[src/sprite.mem]
// One 16-bit hex row per line, row 0 first
// Bit 15 of each row is column 0
03C0
0FF0
1FF8
3FFC
7FFE
7E7E
FC3F
FC3F
FFFF
FFFF
7FFE
7FFE
3DBC
1818
0990
8001

[src/logic/video_pkg.sv]
package video_pkg;

	////////////////////
	// Screen geometry
	////////////////////

	typedef logic [8:0] screen_x_t;
	typedef logic [7:0] screen_y_t;

	////////////////////
	// Colour
	////////////////////

	typedef struct packed {
		logic [7:0] r;
		logic [7:0] g;
		logic [7:0] b;
	} rgb_t;

	typedef logic [1:0] bg_sel_t;

	// Cycles from pixel_valid to out_valid
	localparam int pipe_latency = 3;

	// Flat background colours, indexed by bg_sel_t
	localparam rgb_t bg_colors [4] = '{
		24'h10_20_40,
		24'h30_60_30,
		24'h60_30_50,
		24'h80_80_80
	};

endpackage

[src/logic/sprite_pkg.sv]
package sprite_pkg;

	////////////////////
	// Sprite set
	////////////////////

	localparam int num_sprites = 4;

	typedef logic [1:0] sprite_idx_t;

	// Ten bits so a sprite can hang off the right edge
	typedef logic [9:0] sprite_x_t;
	typedef logic [8:0] sprite_y_t;

	////////////////////
	// Shape and colour
	////////////////////

	localparam int sprite_size = 16;

	typedef logic [3:0] sprite_ofs_t;

	// One fixed colour per sprite, sprite 0 first
	localparam video_pkg::rgb_t sprite_colors [num_sprites] = '{
		24'hff_20_20,
		24'h20_ff_20,
		24'h20_40_ff,
		24'hff_e0_10
	};

	// Shared 16x16 mask, one hex row per line
	localparam string sprite_mask_file = "/design/src/sprite.mem";

endpackage

[src/logic/sprite_regs.sv]
`timescale 1ns/10ps

module sprite_regs (
	input  logic                    clk,
	input  logic                    rst_n,
	input  logic                    load_pos,
	input  logic                    load_att,
	input  sprite_pkg::sprite_idx_t sprite_sel,
	input  sprite_pkg::sprite_x_t   x,
	input  sprite_pkg::sprite_y_t   y,
	input  logic                    visable,
	input  logic                    bchange_active,
	input  video_pkg::bg_sel_t      background_sel,
	output sprite_pkg::sprite_x_t   spr_x [sprite_pkg::num_sprites],
	output sprite_pkg::sprite_y_t   spr_y [sprite_pkg::num_sprites],
	output logic [sprite_pkg::num_sprites-1:0] spr_visible,
	output video_pkg::bg_sel_t      bg_sel
);

	import sprite_pkg::*;

	logic [num_sprites-1:0] sel_dec;

	// One-hot select, shared by both strobes
	always_comb begin
		sel_dec = '0;
		sel_dec[sprite_sel] = 1'b1;
	end

	////////////////////
	// Sprite attributes
	////////////////////

	always_ff @(posedge clk or negedge rst_n) begin
		if (!rst_n) begin
			for (int i = 0; i < num_sprites; i++) begin
				spr_x[i] <= '0;
				spr_y[i] <= '0;
			end
			spr_visible <= '0;
		end else begin
			for (int i = 0; i < num_sprites; i++) begin
				if (load_pos && sel_dec[i]) begin
					spr_x[i] <= x;
					spr_y[i] <= y;
				end
				if (load_att && sel_dec[i]) begin
					spr_visible[i] <= visable;
				end
			end
		end
	end

	// Background choice
	always_ff @(posedge clk or negedge rst_n) begin
		if (!rst_n) begin
			bg_sel <= '0;
		end else if (bchange_active) begin
			bg_sel <= background_sel;
		end
	end

endmodule

[src/logic/sprite_unit.sv]
`timescale 1ns/10ps

module sprite_unit #(
	parameter video_pkg::rgb_t color = '0
) (
	input  logic                  clk,
	input  logic                  rst_n,
	input  video_pkg::screen_x_t  pixel_x,
	input  video_pkg::screen_y_t  pixel_y,
	input  logic                  pixel_valid,
	input  sprite_pkg::sprite_x_t pos_x,
	input  sprite_pkg::sprite_y_t pos_y,
	input  logic                  visible,
	output logic                  obj_on,
	output video_pkg::rgb_t       obj_rgb,
	output logic                  hit_valid
);

	import sprite_pkg::*;

	logic [sprite_size-1:0] mask [sprite_size];

	// One bit wider than either operand, so a negative difference never wraps into range
	logic [10:0] dx;
	logic [9:0]  dy;
	logic        in_box;

	logic        s1_hit;
	logic        s1_valid;
	sprite_ofs_t s1_ofs_x;
	sprite_ofs_t s1_ofs_y;
	logic [sprite_size-1:0] mask_row;

	initial begin
		$readmemh(sprite_mask_file, mask);
	end

	////////////////////
	// Stage 1
	////////////////////

	assign dx = {2'b00, pixel_x} - {1'b0, pos_x};
	assign dy = {2'b00, pixel_y} - {1'b0, pos_y};
	assign in_box = visible && (dx < 11'(sprite_size)) && (dy < 10'(sprite_size));

	always_ff @(posedge clk or negedge rst_n) begin
		if (!rst_n) begin
			s1_hit   <= 1'b0;
			s1_valid <= 1'b0;
		end else begin
			s1_hit   <= pixel_valid && in_box;
			s1_valid <= pixel_valid;
		end
	end

	always_ff @(posedge clk) begin
		s1_ofs_x <= sprite_ofs_t'(dx);
		s1_ofs_y <= sprite_ofs_t'(dy);
	end

	////////////////////
	// Stage 2
	////////////////////

	// Bit 15 holds column 0
	assign mask_row = mask[s1_ofs_y];

	always_ff @(posedge clk or negedge rst_n) begin
		if (!rst_n) begin
			obj_on    <= 1'b0;
			hit_valid <= 1'b0;
		end else begin
			obj_on    <= s1_hit && mask_row[~s1_ofs_x];
			hit_valid <= s1_valid;
		end
	end

	assign obj_rgb = color;

endmodule

[src/logic/layer_mixer.sv]
`timescale 1ns/10ps

module layer_mixer (
	input  logic                               clk,
	input  logic                               rst_n,
	input  logic [sprite_pkg::num_sprites-1:0] obj_on,
	input  video_pkg::rgb_t                    obj_rgb [sprite_pkg::num_sprites],
	input  logic                               hit_valid,
	input  video_pkg::bg_sel_t                 bg_sel,
	output logic [7:0]                         pixel_r,
	output logic [7:0]                         pixel_g,
	output logic [7:0]                         pixel_b,
	output logic                               out_valid
);

	import video_pkg::*;
	import sprite_pkg::*;

	rgb_t mix_rgb;
	rgb_t out_rgb;

	////////////////////
	// Priority select
	////////////////////

	// Walk from the top so the lowest active sprite is written last
	always_comb begin
		mix_rgb = bg_colors[bg_sel];
		for (int i = num_sprites - 1; i >= 0; i--) begin
			if (obj_on[i]) begin
				mix_rgb = obj_rgb[i];
			end
		end
	end

	////////////////////
	// Output stage
	////////////////////

	// Colour holds between pixels
	always_ff @(posedge clk or negedge rst_n) begin
		if (!rst_n) begin
			out_rgb   <= '0;
			out_valid <= 1'b0;
		end else begin
			out_valid <= hit_valid;
			if (hit_valid) begin
				out_rgb <= mix_rgb;
			end
		end
	end

	assign pixel_r = out_rgb.r;
	assign pixel_g = out_rgb.g;
	assign pixel_b = out_rgb.b;

endmodule

[src/logic/sprite_compositor.sv]
`timescale 1ns/10ps

module sprite_compositor (
	input  logic                    clk,
	input  logic                    rst_n,
	input  video_pkg::screen_x_t    pixel_x,
	input  video_pkg::screen_y_t    pixel_y,
	input  logic                    pixel_valid,
	input  logic                    load_pos,
	input  logic                    load_att,
	input  sprite_pkg::sprite_idx_t sprite_sel,
	input  sprite_pkg::sprite_x_t   x,
	input  sprite_pkg::sprite_y_t   y,
	input  logic                    visable,
	input  logic                    bchange_active,
	input  video_pkg::bg_sel_t      background_sel,
	output logic [7:0]              pixel_r,
	output logic [7:0]              pixel_g,
	output logic [7:0]              pixel_b,
	output logic                    out_valid
);

	import video_pkg::*;
	import sprite_pkg::*;

	// Fixed latency of pipe_latency cycles, two in the units and one in the mixer

	sprite_x_t              spr_x [num_sprites];
	sprite_y_t              spr_y [num_sprites];
	logic [num_sprites-1:0] spr_visible;
	bg_sel_t                bg_sel;

	logic [num_sprites-1:0] obj_on;
	rgb_t                   obj_rgb [num_sprites];
	logic [num_sprites-1:0] hit_valid;

	sprite_regs sprite_regs_i (
		.clk            (clk),
		.rst_n          (rst_n),
		.load_pos       (load_pos),
		.load_att       (load_att),
		.sprite_sel     (sprite_sel),
		.x              (x),
		.y              (y),
		.visable        (visable),
		.bchange_active (bchange_active),
		.background_sel (background_sel),
		.spr_x          (spr_x),
		.spr_y          (spr_y),
		.spr_visible    (spr_visible),
		.bg_sel         (bg_sel)
	);

	for (genvar i = 0; i < num_sprites; i++) begin : g_sprite
		sprite_unit #(
			.color (sprite_colors[i])
		) sprite_unit_i (
			.clk         (clk),
			.rst_n       (rst_n),
			.pixel_x     (pixel_x),
			.pixel_y     (pixel_y),
			.pixel_valid (pixel_valid),
			.pos_x       (spr_x[i]),
			.pos_y       (spr_y[i]),
			.visible     (spr_visible[i]),
			.obj_on      (obj_on[i]),
			.obj_rgb     (obj_rgb[i]),
			.hit_valid   (hit_valid[i])
		);
	end

	// Units run in lockstep, sprite 0 speaks for all
	layer_mixer layer_mixer_i (
		.clk       (clk),
		.rst_n     (rst_n),
		.obj_on    (obj_on),
		.obj_rgb   (obj_rgb),
		.hit_valid (hit_valid[0]),
		.bg_sel    (bg_sel),
		.pixel_r   (pixel_r),
		.pixel_g   (pixel_g),
		.pixel_b   (pixel_b),
		.out_valid (out_valid)
	);

endmodule

[config.mk]
export PLATFORM = sky130hd
export DESIGN_NAME = sprite_compositor
export DESIGN_NICKNAME = d
export VERILOG_FILES = /design/src/logic/video_pkg.sv /design/src/logic/sprite_pkg.sv /design/src/logic/sprite_regs.sv /design/src/logic/sprite_unit.sv /design/src/logic/layer_mixer.sv /design/src/logic/sprite_compositor.sv
export SDC_FILE = /design/constraint.sdc
export NUM_CORES = 1
export LEC_CHECK = 0
export ABC_AREA = 1
export BUFFER_PORTS_ARGS = -buffer_cell sky130_fd_sc_hd__buf_2
export CAP_MARGIN = 20
export CORE_MARGIN = 4
export CORE_UTILIZATION = 32
export CTS_CLUSTER_DIAMETER = 50
export DETAILED_ROUTE_END_ITERATION = 7
export PLACE_DENSITY = 0.79
export SYNTH_ARGS = -nofsm -noshare
export SYNTH_HDL_FRONTEND = slang
export SYNTH_SLANG_ARGS = --single-unit
[constraint.sdc]
create_clock -name clk -period 1.16 [get_ports clk]
set_clock_uncertainty 0.1 [all_clocks]
set_input_delay 0.058 -clock clk [delete_from_list [all_inputs] [get_ports clk]]
set_output_delay 0.058 -clock clk [all_outputs]
set_load 0.02 [all_outputs]
==> impl_results.md, run 1 <==
- Status: complete, no violations
- # placed instances: 100
- I/O Buffers: 18
- Critical Path Sink: layer_mixer_i.pixel_r[5]
- Cell family with the largest share of critical-path delay: flip-flops
- # H-tree levels: 1
- Post-synth top area cell: dfrtp_1
- Core Region: 1750 sq um
- Commonest cells post-synth: nand2_1, buf_4, dfrtp_1, ha_1, o21ai_0
- Routed len/inst: 8.56 um
- Antenna Cells: 0
- HPWL after detailed placement: 729 um
- Peak supply drop: 0.000575 V
- Via count: 394
- Die Area: 2640 sq um
- Crit path DAT: 1.12 ns
- Unrepaired setup endpoints after global routing: no
- Pre-antenna DRT Iters: 2
- Number of synthesis warnings: 0
- Largest net degree at the start of global routing: 13
- Final hold violation count: 0
- Final setup fails: 0
- Vias in the first global route: 333
- Crit. Startpoint: sprite_regs_i.bg_sel[1]
- Global-route wire length before repair: 1340 um
- Clock Path Buffers: 2
- Filler instances: 183
- Layout cells sized above 1: 30.1%
- DIE HEIGHT: 51.4 um
- CP max-delay cell: dfrtp_1
- Min-delay worst type: in2async
- Pleak: 0.418 nW
- Most frequent cell after synthesis: nand2_1
- Synth-to-layout area growth: 20.4%
- Post-synthesis cell area: 602 sq um
- Setup tns final: 0 ns
- Final min period: 1.06 ns
- Clock-pin slew on the worst setup and hold paths: 0.06 ns
- Max-Cap Viols: 0
- Cell Rows: 15
- Setup WS pre-CTS: 0.0884 ns
- Final GP Congestion: 0.729
- R2r startpoint: sprite_regs_i.bg_sel[1]
- Worst path most repeated cell: nand2_1
- Post-CTS setup buffers: 0
- Post-synth EDFFs: 0
- Non-Filler Instances: 108
- Clk sinks: 12
- Final ANT Viol Nets: 0
- DRT Wirelength: 924 um
- Vias per inst: 3.65
- CP required: 1.22 ns
- Crit share post-route: 91.6%
- Async SR Flop Fraction: 100%
- Global-route usage over all layers: 7.33%
- Critical path type: reg2reg
- Unique cell type count in the Yosys netlist: 10
- Final core occ: 41.5%
- Initial antenna violation count: 0
- Avg Cell Area, Syn: 9.87 sq um
- Initial Util: 34.5%
- Critical-path cell list: inv_1, ha_1, nand2_1, nand2_1
- Critical-path maximum fanout: 3
- Top cells by area, synth: dfrtp_1, buf_4, nand2_1
- Number of max-slew violations in the final report: 0
- Critical path startpoint category: flip-flop
- Reg-to-reg slack, setup: 0.1 ns
- CTS root buf: clkbuf_4
- I/O pins: 72
- WP depth: 4
- Crit path buffers/inverters: 1
- Setup ws final: 0.0976 ns
- Nets: 137
- Sequential cell area fraction in the yosys report: 49.9%
- Yosys reg bits: 12
- Fmax: 941 MHz
- CP Capture Type: flip-flop
- Synth top area share: 49.9%
- Remaining DRCs: 0
- Post-Syn Instances: 61
- CTS tree: built
- R2r endpoint: layer_mixer_i.pixel_r[5]
- Main synth FF type: dfrtp_1
- Clk_lat worst skew: 0.26 ns
- Die X: 51.4 um
- Pwr dens: 1340 nW/um^2
- R2R cell count: 4
- Congestion Overflow GR: 0
- Crit-path max cell delay: 0.40 ns
- CTS buffer count: 3
- Initial DRC Count: 5
[cell type report]
class                           instances  area [sq um]  area share (%)
Sequential cell                        12           300            41.5
Timing Repair Buffer                   25           155            21.4
Tap cell                               25          31.3            4.32
Clock buffer                            3          22.5            3.11
Multi-Input combinational cell         40           204            28.2
Inverter                                3          11.3            1.55
[power by group]
group	switching [mW]	total, mW	internal (mW)
Sequential	0.0257	0.485	0.459
Combinational	0.167	0.248	0.0814
Clock	0.116	0.236	0.120
[how the worst min path moves through the flow]
| stage | from | endpoint | slack, ns | cells past startpoint |
|---|---|---|---|---|
| 2_1_floorplan | rst_n | g_sprite[0].sprite_unit_i.hit_valid | -0.34 | 0 |
| 3_3_place_gp | rst_n | layer_mixer_i.pixel_g[6] | -0.16 | 1 |
| 3_5_place_dp | rst_n | layer_mixer_i.pixel_b[7] | -0.16 | 1 |
| 4_1_cts | rst_n | layer_mixer_i.pixel_b[7] | 0.10 | 2 |
| 5_1_grt | rst_n | layer_mixer_i.pixel_b[7] | 0.11 | 2 |
| 6_report | rst_n | layer_mixer_i.pixel_b[7] | 0.09 | 2 |
[metal layers]
metal | routed length (um) | up-vias | GRT usage [%]
li1 | - | 202 | -
met1 | 375 | 165 | 6.88
met2 | 407 | 27 | 11.7
met3 | 140 | 0 | 5.25
met4 | 0 | 0 | 3.93
met5 | 0 | - | 0
[kinds of logic after synthesis]
kind of cell / count (synthesis) / share of synthesized area [%]
other: 1 / 0.623
DFF: 12 / 49.9
and+or+nand+nor: 18 / 11.2
AOI/OAI and AO/OA: 5 / 4.78
adders and majority gates: 5 / 10.4
buffers and inverters: 20 / 23.1
[per-stage QoR]
step	power, mW	instance area (sq um)	hold WS [ns]
6_report	0.969	724	0.0928
5_1_grt	1.03	724	0.115
4_1_cts	0.985	724	0.104
3_5_place_dp	0.731	652	-0.156
3_3_place_gp	0.725	652	-0.159
2_1_floorplan	0.699	643	-0.338
[registers in the layout (all words and copies together) (netlist names)]
signal / count
layer_mixer_i.pixel_r: 3
layer_mixer_i.pixel_b: 2
layer_mixer_i.pixel_g: 2
sprite_regs_i.bg_sel: 2
g_sprite.sprite_unit_i.hit_valid: 1
g_sprite.sprite_unit_i.s1_valid: 1
layer_mixer_i.out_valid: 1
[repair_timing]
action | in CTS | in global routing
hold buffers | 5 | 0
endpoints found under the setup margin | 0 | 1
endpoints found under the hold margin | 15 | 0
gates resized for setup | 0 | 1
[cell usage in the layout (no fill, tap or decap)]
cell type | netlist | layout
buf_2 | 0 | 18
inv_1 | 2 | 2
ha_1 | 5 | 5
o21ai_0 | 3 | 2
inv_2 | 1 | 1
dfrtp_1 | 12 | 12
nand2_1 | 18 | 18
o21ai_1 | 1 | 2
dlygate4sd3_1 | 0 | 5
conb_1 | 1 | 12
o21ai_2 | 1 | 1
clkbuf_4 | 0 | 3
buf_4 | 17 | 2
Note: power is estimated with default switching activity, not from simulation.
==> run 2, diff against run 1 <==
Settings changed: ABC_AREA 1 to 0, PLACE_DENSITY 0.79 to 0.78.
==> impl_results.md, run 2 <==
- Clock Path Buffers: 2
- Final Instance Area: 833 sq um
- CP required: 1.22 ns
- Clk_lat worst skew: 0.27 ns
- I/O pins: 72
- Vias in the first global route: 341
- Final ANT Viol Nets: 0
- Crit path DAT: 1.22 ns
- Peak supply drop: 0.000428 V
- Register area: 300 sq um
- Final min period: 1.16 ns
- Number of synthesis warnings: 0
- Area occupied by multi-input gates: 246 sq um
- HPWL after detailed placement: 758 um
- Final hold violation count: 0
- Synth-to-layout area growth: 34.3%
- Max-Cap Viols: 0
- Min-delay worst type: in2async
- Post-Syn Instances: 53
- Sequential cell area fraction in the yosys report: 48.4%
- CTS tree: built
- Vias per inst: 3.82
- Critical path type: reg2reg
- CTS root buf: clkbuf_4
- Cell Rows: 15
- # H-tree levels: 1
- Max reg flops: 3
- Unrepaired setup endpoints after global routing: yes
- Routed len/inst: 9.65 um
- Yosys reg bits: 12
- CTS buffer count: 3
- CP Capture Type: flip-flop
- Number of max-slew violations in the final report: 0
- Core Region: 1780 sq um
- Fmax: 859 MHz
- Failing checks: negative setup slack
- Pwr dens: 1380 nW/um^2
- Initial antenna violation count: 0
- Crit-path max cell delay: 0.41 ns
- Antenna Cells: 0
- Final core occ: 46.7%
- CP max-delay cell: dfrtp_1
- Unique cell type count in the Yosys netlist: 11
- Die X: 52.0 um
- Status: finished with violations
- Top cells by area, synth: dfrtp_1, buf_4, ha_1
- Post-synth top area cell: dfrtp_1
- Setup WS pre-CTS: -0.0603 ns
- Remaining DRCs: 0
- Commonest cells post-synth: buf_4, dfrtp_1, ha_1, mux2_4, nor2_1
- Filler instances: 171
- Largest net degree at the start of global routing: 13
- Avg Cell Area, Syn: 11.7 sq um
- Cell family with the largest share of critical-path delay: flip-flops
- Crit share post-route: 100%
- Layout cells sized above 1: 50.0%
- Post-DP Area: 682 sq um
- Setup ws final: -0.00417 ns
- Nets: 135
- Clock-pin slew on the worst setup and hold paths: 0.07 ns
- Critical-path maximum fanout: 3
- DRT Wirelength: 1030 um
- Synth top area share: 48.4%
- Global-route usage over all layers: 7.81%
- DIE HEIGHT: 52.0 um
- Initial DRC Count: 0
- Commonest cells after routing, fill and taps aside: buf_2, conb_1, dfrtp_1
- Clk sinks: 12
- Crit path buffers/inverters: 1
- Critical path startpoint category: flip-flop
- Total power: 1.15 mW
- Commonest non-fill, non-tap cell in the layout: buf_2
- Critical-path cell list: inv_2, ha_4, mux2_4
- Async SR Flop Fraction: 100%
- Die Area: 2710 sq um
- Congestion Overflow GR: 0
- Initial Util: 34.8%
- Pleak: 0.439 nW
- Final GP Congestion: 0.711
- Global-route wire length before repair: 1440 um
- Most frequent cell after synthesis: buf_4
- Final setup fails: 1
- Pre-antenna DRT Iters: 1
- I/O Buffers: 18
- Post-synth EDFFs: 0
- Setup tns final: -0.00417 ns
- Main synth FF type: dfrtp_1
- Post-synthesis cell area: 621 sq um
- Via count: 409
## run 2: cell count changes in the layout (fill, tap and decap cells not counted), moves of 3 or more
cell and change:
buf_4 +6, ha_1 -3, mux2_4 +4, nand2_1 -16, nor2_1 +4
## run 2: area by class of cell
type	count	area share, %
clock buffers	4	4.35
inverters	2	0.901
well taps	25	3.75
repair buffers	32	25.4
multi-input cells	32	29.6
flip-flops and latches	12	36.0
## run 2: metal layers
| layer | wire [um] | vias up | GRT usage, % |
|---|---|---|---|
| met5 | 0 | - | 0 |
| met4 | 38 | 0 | 7.86 |
| met3 | 94 | 4 | 2.58 |
| met2 | 532 | 19 | 13.6 |
| met1 | 368 | 188 | 6.70 |
| li1 | - | 198 | - |
## run 2: cells by family (layout without fill, tap and decap cells)
logic type	Yosys count	count (layout)	share of synthesized area [%]
multiplexers	4	4	9.68
AO/OA/AOI/OAI	5	5	4.03
flip-flops	12	12	48.4
AND/OR/NAND/NOR	6	6	3.63
adder cells (fa/ha/maj)	5	5	10.1
buffers and inverters	20	38	23.6
other	1	12	0.604
## run 2: final timing paths
kind | from | to | slack, ns | depth (start not counted)
max reg2reg | sprite_regs_i.bg_sel[1] | layer_mixer_i.pixel_r[5] | -0.004 | 3
min in group clk | g_sprite[0].sprite_unit_i.s1_valid | g_sprite[0].sprite_unit_i.hit_valid | 0.25 | 0
min reg2reg | g_sprite[0].sprite_unit_i.s1_valid | g_sprite[0].sprite_unit_i.hit_valid | 0.25 | 0
min | rst_n | layer_mixer_i.pixel_b[7] | 0.09 | 2
max in group asynchronous | rst_n | layer_mixer_i.pixel_r[4] | 0.67 | 2
max | sprite_regs_i.bg_sel[1] | layer_mixer_i.pixel_r[5] | -0.004 | 3
## run 2: power breakdown
group          internal [mW]  switching (mW)  total [mW]
clock                  0.191           0.137       0.327
combinational          0.139           0.187       0.326
sequential             0.462          0.0319       0.494
total                  0.791           0.356        1.15
## run 2: per-stage QoR
step                      hold slack, ns  instances
final                             0.0865        107
after floorplan                   -0.338         64
after CTS                         0.0858        106
after global placement            -0.163         94
after detailed placement          -0.159         94
after global routing              0.0993        107
## run 2: repair_timing
item / 4_1_cts / 5_1_grt
resized for setup: 3 / 3
hold buffers: 5 / 0
setup buffers: 3 / 1
gates cloned: 0 / 0
setup endpoints to repair: 1 / 4
hold endpoints to repair: 15 / 0
pin swaps: 1 / 2
==> run 3, diff against run 2 <==
Settings changed: CORE_UTILIZATION 32 to 34, CTS_BUF_LIST set to sky130_fd_sc_hd__clkbuf_4, PLACE_DENSITY 0.78 to 0.82, SKIP_CTS_REPAIR_TIMING set to 1.
==> impl_results.md, run 3 (synthesized netlist as in run 2, its figures left out) <==
- Critical-path maximum fanout: 4
- Global-route wire length before repair: 1290 um
- Cell Rows: 15
- Final GP Congestion: 0.681
- Largest net degree at the start of global routing: 13
- CTS tree: built
- Post-DP Area: 674 sq um
- Remaining DRCs: 0
- HPWL after detailed placement: 685 um
- Clock-pin slew on the worst setup and hold paths: 0.07 ns
- Non-Filler Instances: 105
- Peak supply drop: 0.000912 V
- # placed instances: 93
- Final min period: 1.18 ns
- Max-Cap Viols: 0
- Setup WS pre-CTS: -0.0627 ns
- Initial antenna violation count: 0
- Crit share post-route: 102%
- Commonest cells after routing, fill and taps aside: buf_2, conb_1, dfrtp_1
- Antenna Cells: 0
- Flop pwr share: 47.3%
- Max reg flops: 3
- Clk sinks: 12
- Unrepaired setup endpoints after global routing: yes
- Vias per inst: 3.70
- Via count: 388
- I/O Buffers: 18
- Grt met2 use: 10.7%
- Final hold violation count: 0
- Pleak: 0.422 nW
- Routed len/inst: 9.12 um
- Pwr dens: 1330 nW/um^2
- Fmax: 844 MHz
- DIE HEIGHT: 50.7 um
- Pre-antenna DRT Iters: 2
- Status: finished with violations
- Initial Util: 35.9%
- Critical path startpoint category: flip-flop
- Nets: 133
- Grt peak-use layer: met2
- Met3 Resource Use GR: 5.93%
- M1 GR Usage: 7.78%
- Critical path type: reg2reg
- CTS root buf: clkbuf_4
- Clk_lat worst skew: 0.26 ns
- Clock network fraction of total power: 23.6%
- Clock Path Buffers: 2
- Core Region: 1730 sq um
- Synth-to-layout area growth: 27.2%
- Register area: 302 sq um
- DRT Wirelength: 958 um
- Number of max-slew violations in the final report: 0
- Min-delay worst type: in2async
- CP required: 1.22 ns
- Global-route usage over all layers: 7.12%
- Filler instances: 173
- Area occupied by multi-input gates: 230 sq um
- CTS buffer count: 3
- Hold Worst Slack: 0.0877 ns
- Final ANT Viol Nets: 0
- Crit path DAT: 1.24 ns
- Commonest non-fill, non-tap cell in the layout: buf_2
- Logic pwr share: 29.0%
- Die Area: 2570 sq um
- Layout cells sized above 1: 46.3%
- # H-tree levels: 1
- Congestion Overflow GR: 0
- Final setup fails: 1
- Die X: 50.7 um
- Sw Pwr: 0.336 mW
- Failing checks: negative setup slack
- CP Capture Type: flip-flop
- Total power: 1.05 mW
- Int Pwr: 0.714 mW
- Vias in the first global route: 288
- I/O pins: 72
- Setup ws final: -0.0250 ns
- Final Instance Area: 790 sq um
- Initial DRC Count: 1
- Switching share of power: 32.0%
[run 3: cell type report]
class | instances | share of cell area, %
multi-input combinational | 32 | 29.2
timing repair buffer | 30 | 24.4
clock inverter | 1 | 0.475
clock buffer | 3 | 2.85
sequential | 12 | 38.2
tap | 25 | 3.96
inverter | 2 | 0.951
[run 3: path summary, 6_finish.rpt]
| check | slack (ns) | endpoint | cells past startpoint | startpoint |
|---|---|---|---|---|
| hold / removal | 0.09 | layer_mixer_i.out_valid | 2 | rst_n |
| setup / recovery | -0.02 | layer_mixer_i.pixel_r[5] | 3 | sprite_regs_i.bg_sel[1] |
| min in group clk | 0.25 | g_sprite[0].sprite_unit_i.hit_valid | 0 | g_sprite[0].sprite_unit_i.s1_valid |
| hold reg to reg | 0.25 | g_sprite[0].sprite_unit_i.hit_valid | 0 | g_sprite[0].sprite_unit_i.s1_valid |
| setup reg to reg | -0.02 | layer_mixer_i.pixel_r[5] | 3 | sprite_regs_i.bg_sel[1] |
| max in group asynchronous | 0.63 | g_sprite[0].sprite_unit_i.hit_valid | 2 | rst_n |
[run 3: per-stage QoR]
stage,util (%),TNS [ns]
after floorplan,-,-0.0151
after global placement,39.1,-0.0524
after detailed placement,39.1,-0.0627
after CTS,40.6,-0.0773
after global routing,45.7,-0.0820
final,45.7,-0.0250
[run 3: metal layers]
metal	vias to the layer above	wire length, um
li1	193	-
met1	172	399
met2	21	448
met3	2	101
met4	0	8
met5	-	0
[run 3: critical path, cell delays in order (launching register included)]
cell and delay [ns]:
dfrtp_1 0.42, inv_2 0.11, ha_4 0.20, mux2_4 0.25
[run 3: power groups by stage]
stage               Clock, mW  Combinational [mW]  Sequential, mW
detailed placement          0               0.274           0.506
global route            0.281               0.333           0.505
CTS                     0.264               0.275           0.499
global placement            0               0.269           0.504
finish                  0.248               0.305           0.497
floorplan                   0               0.199           0.543
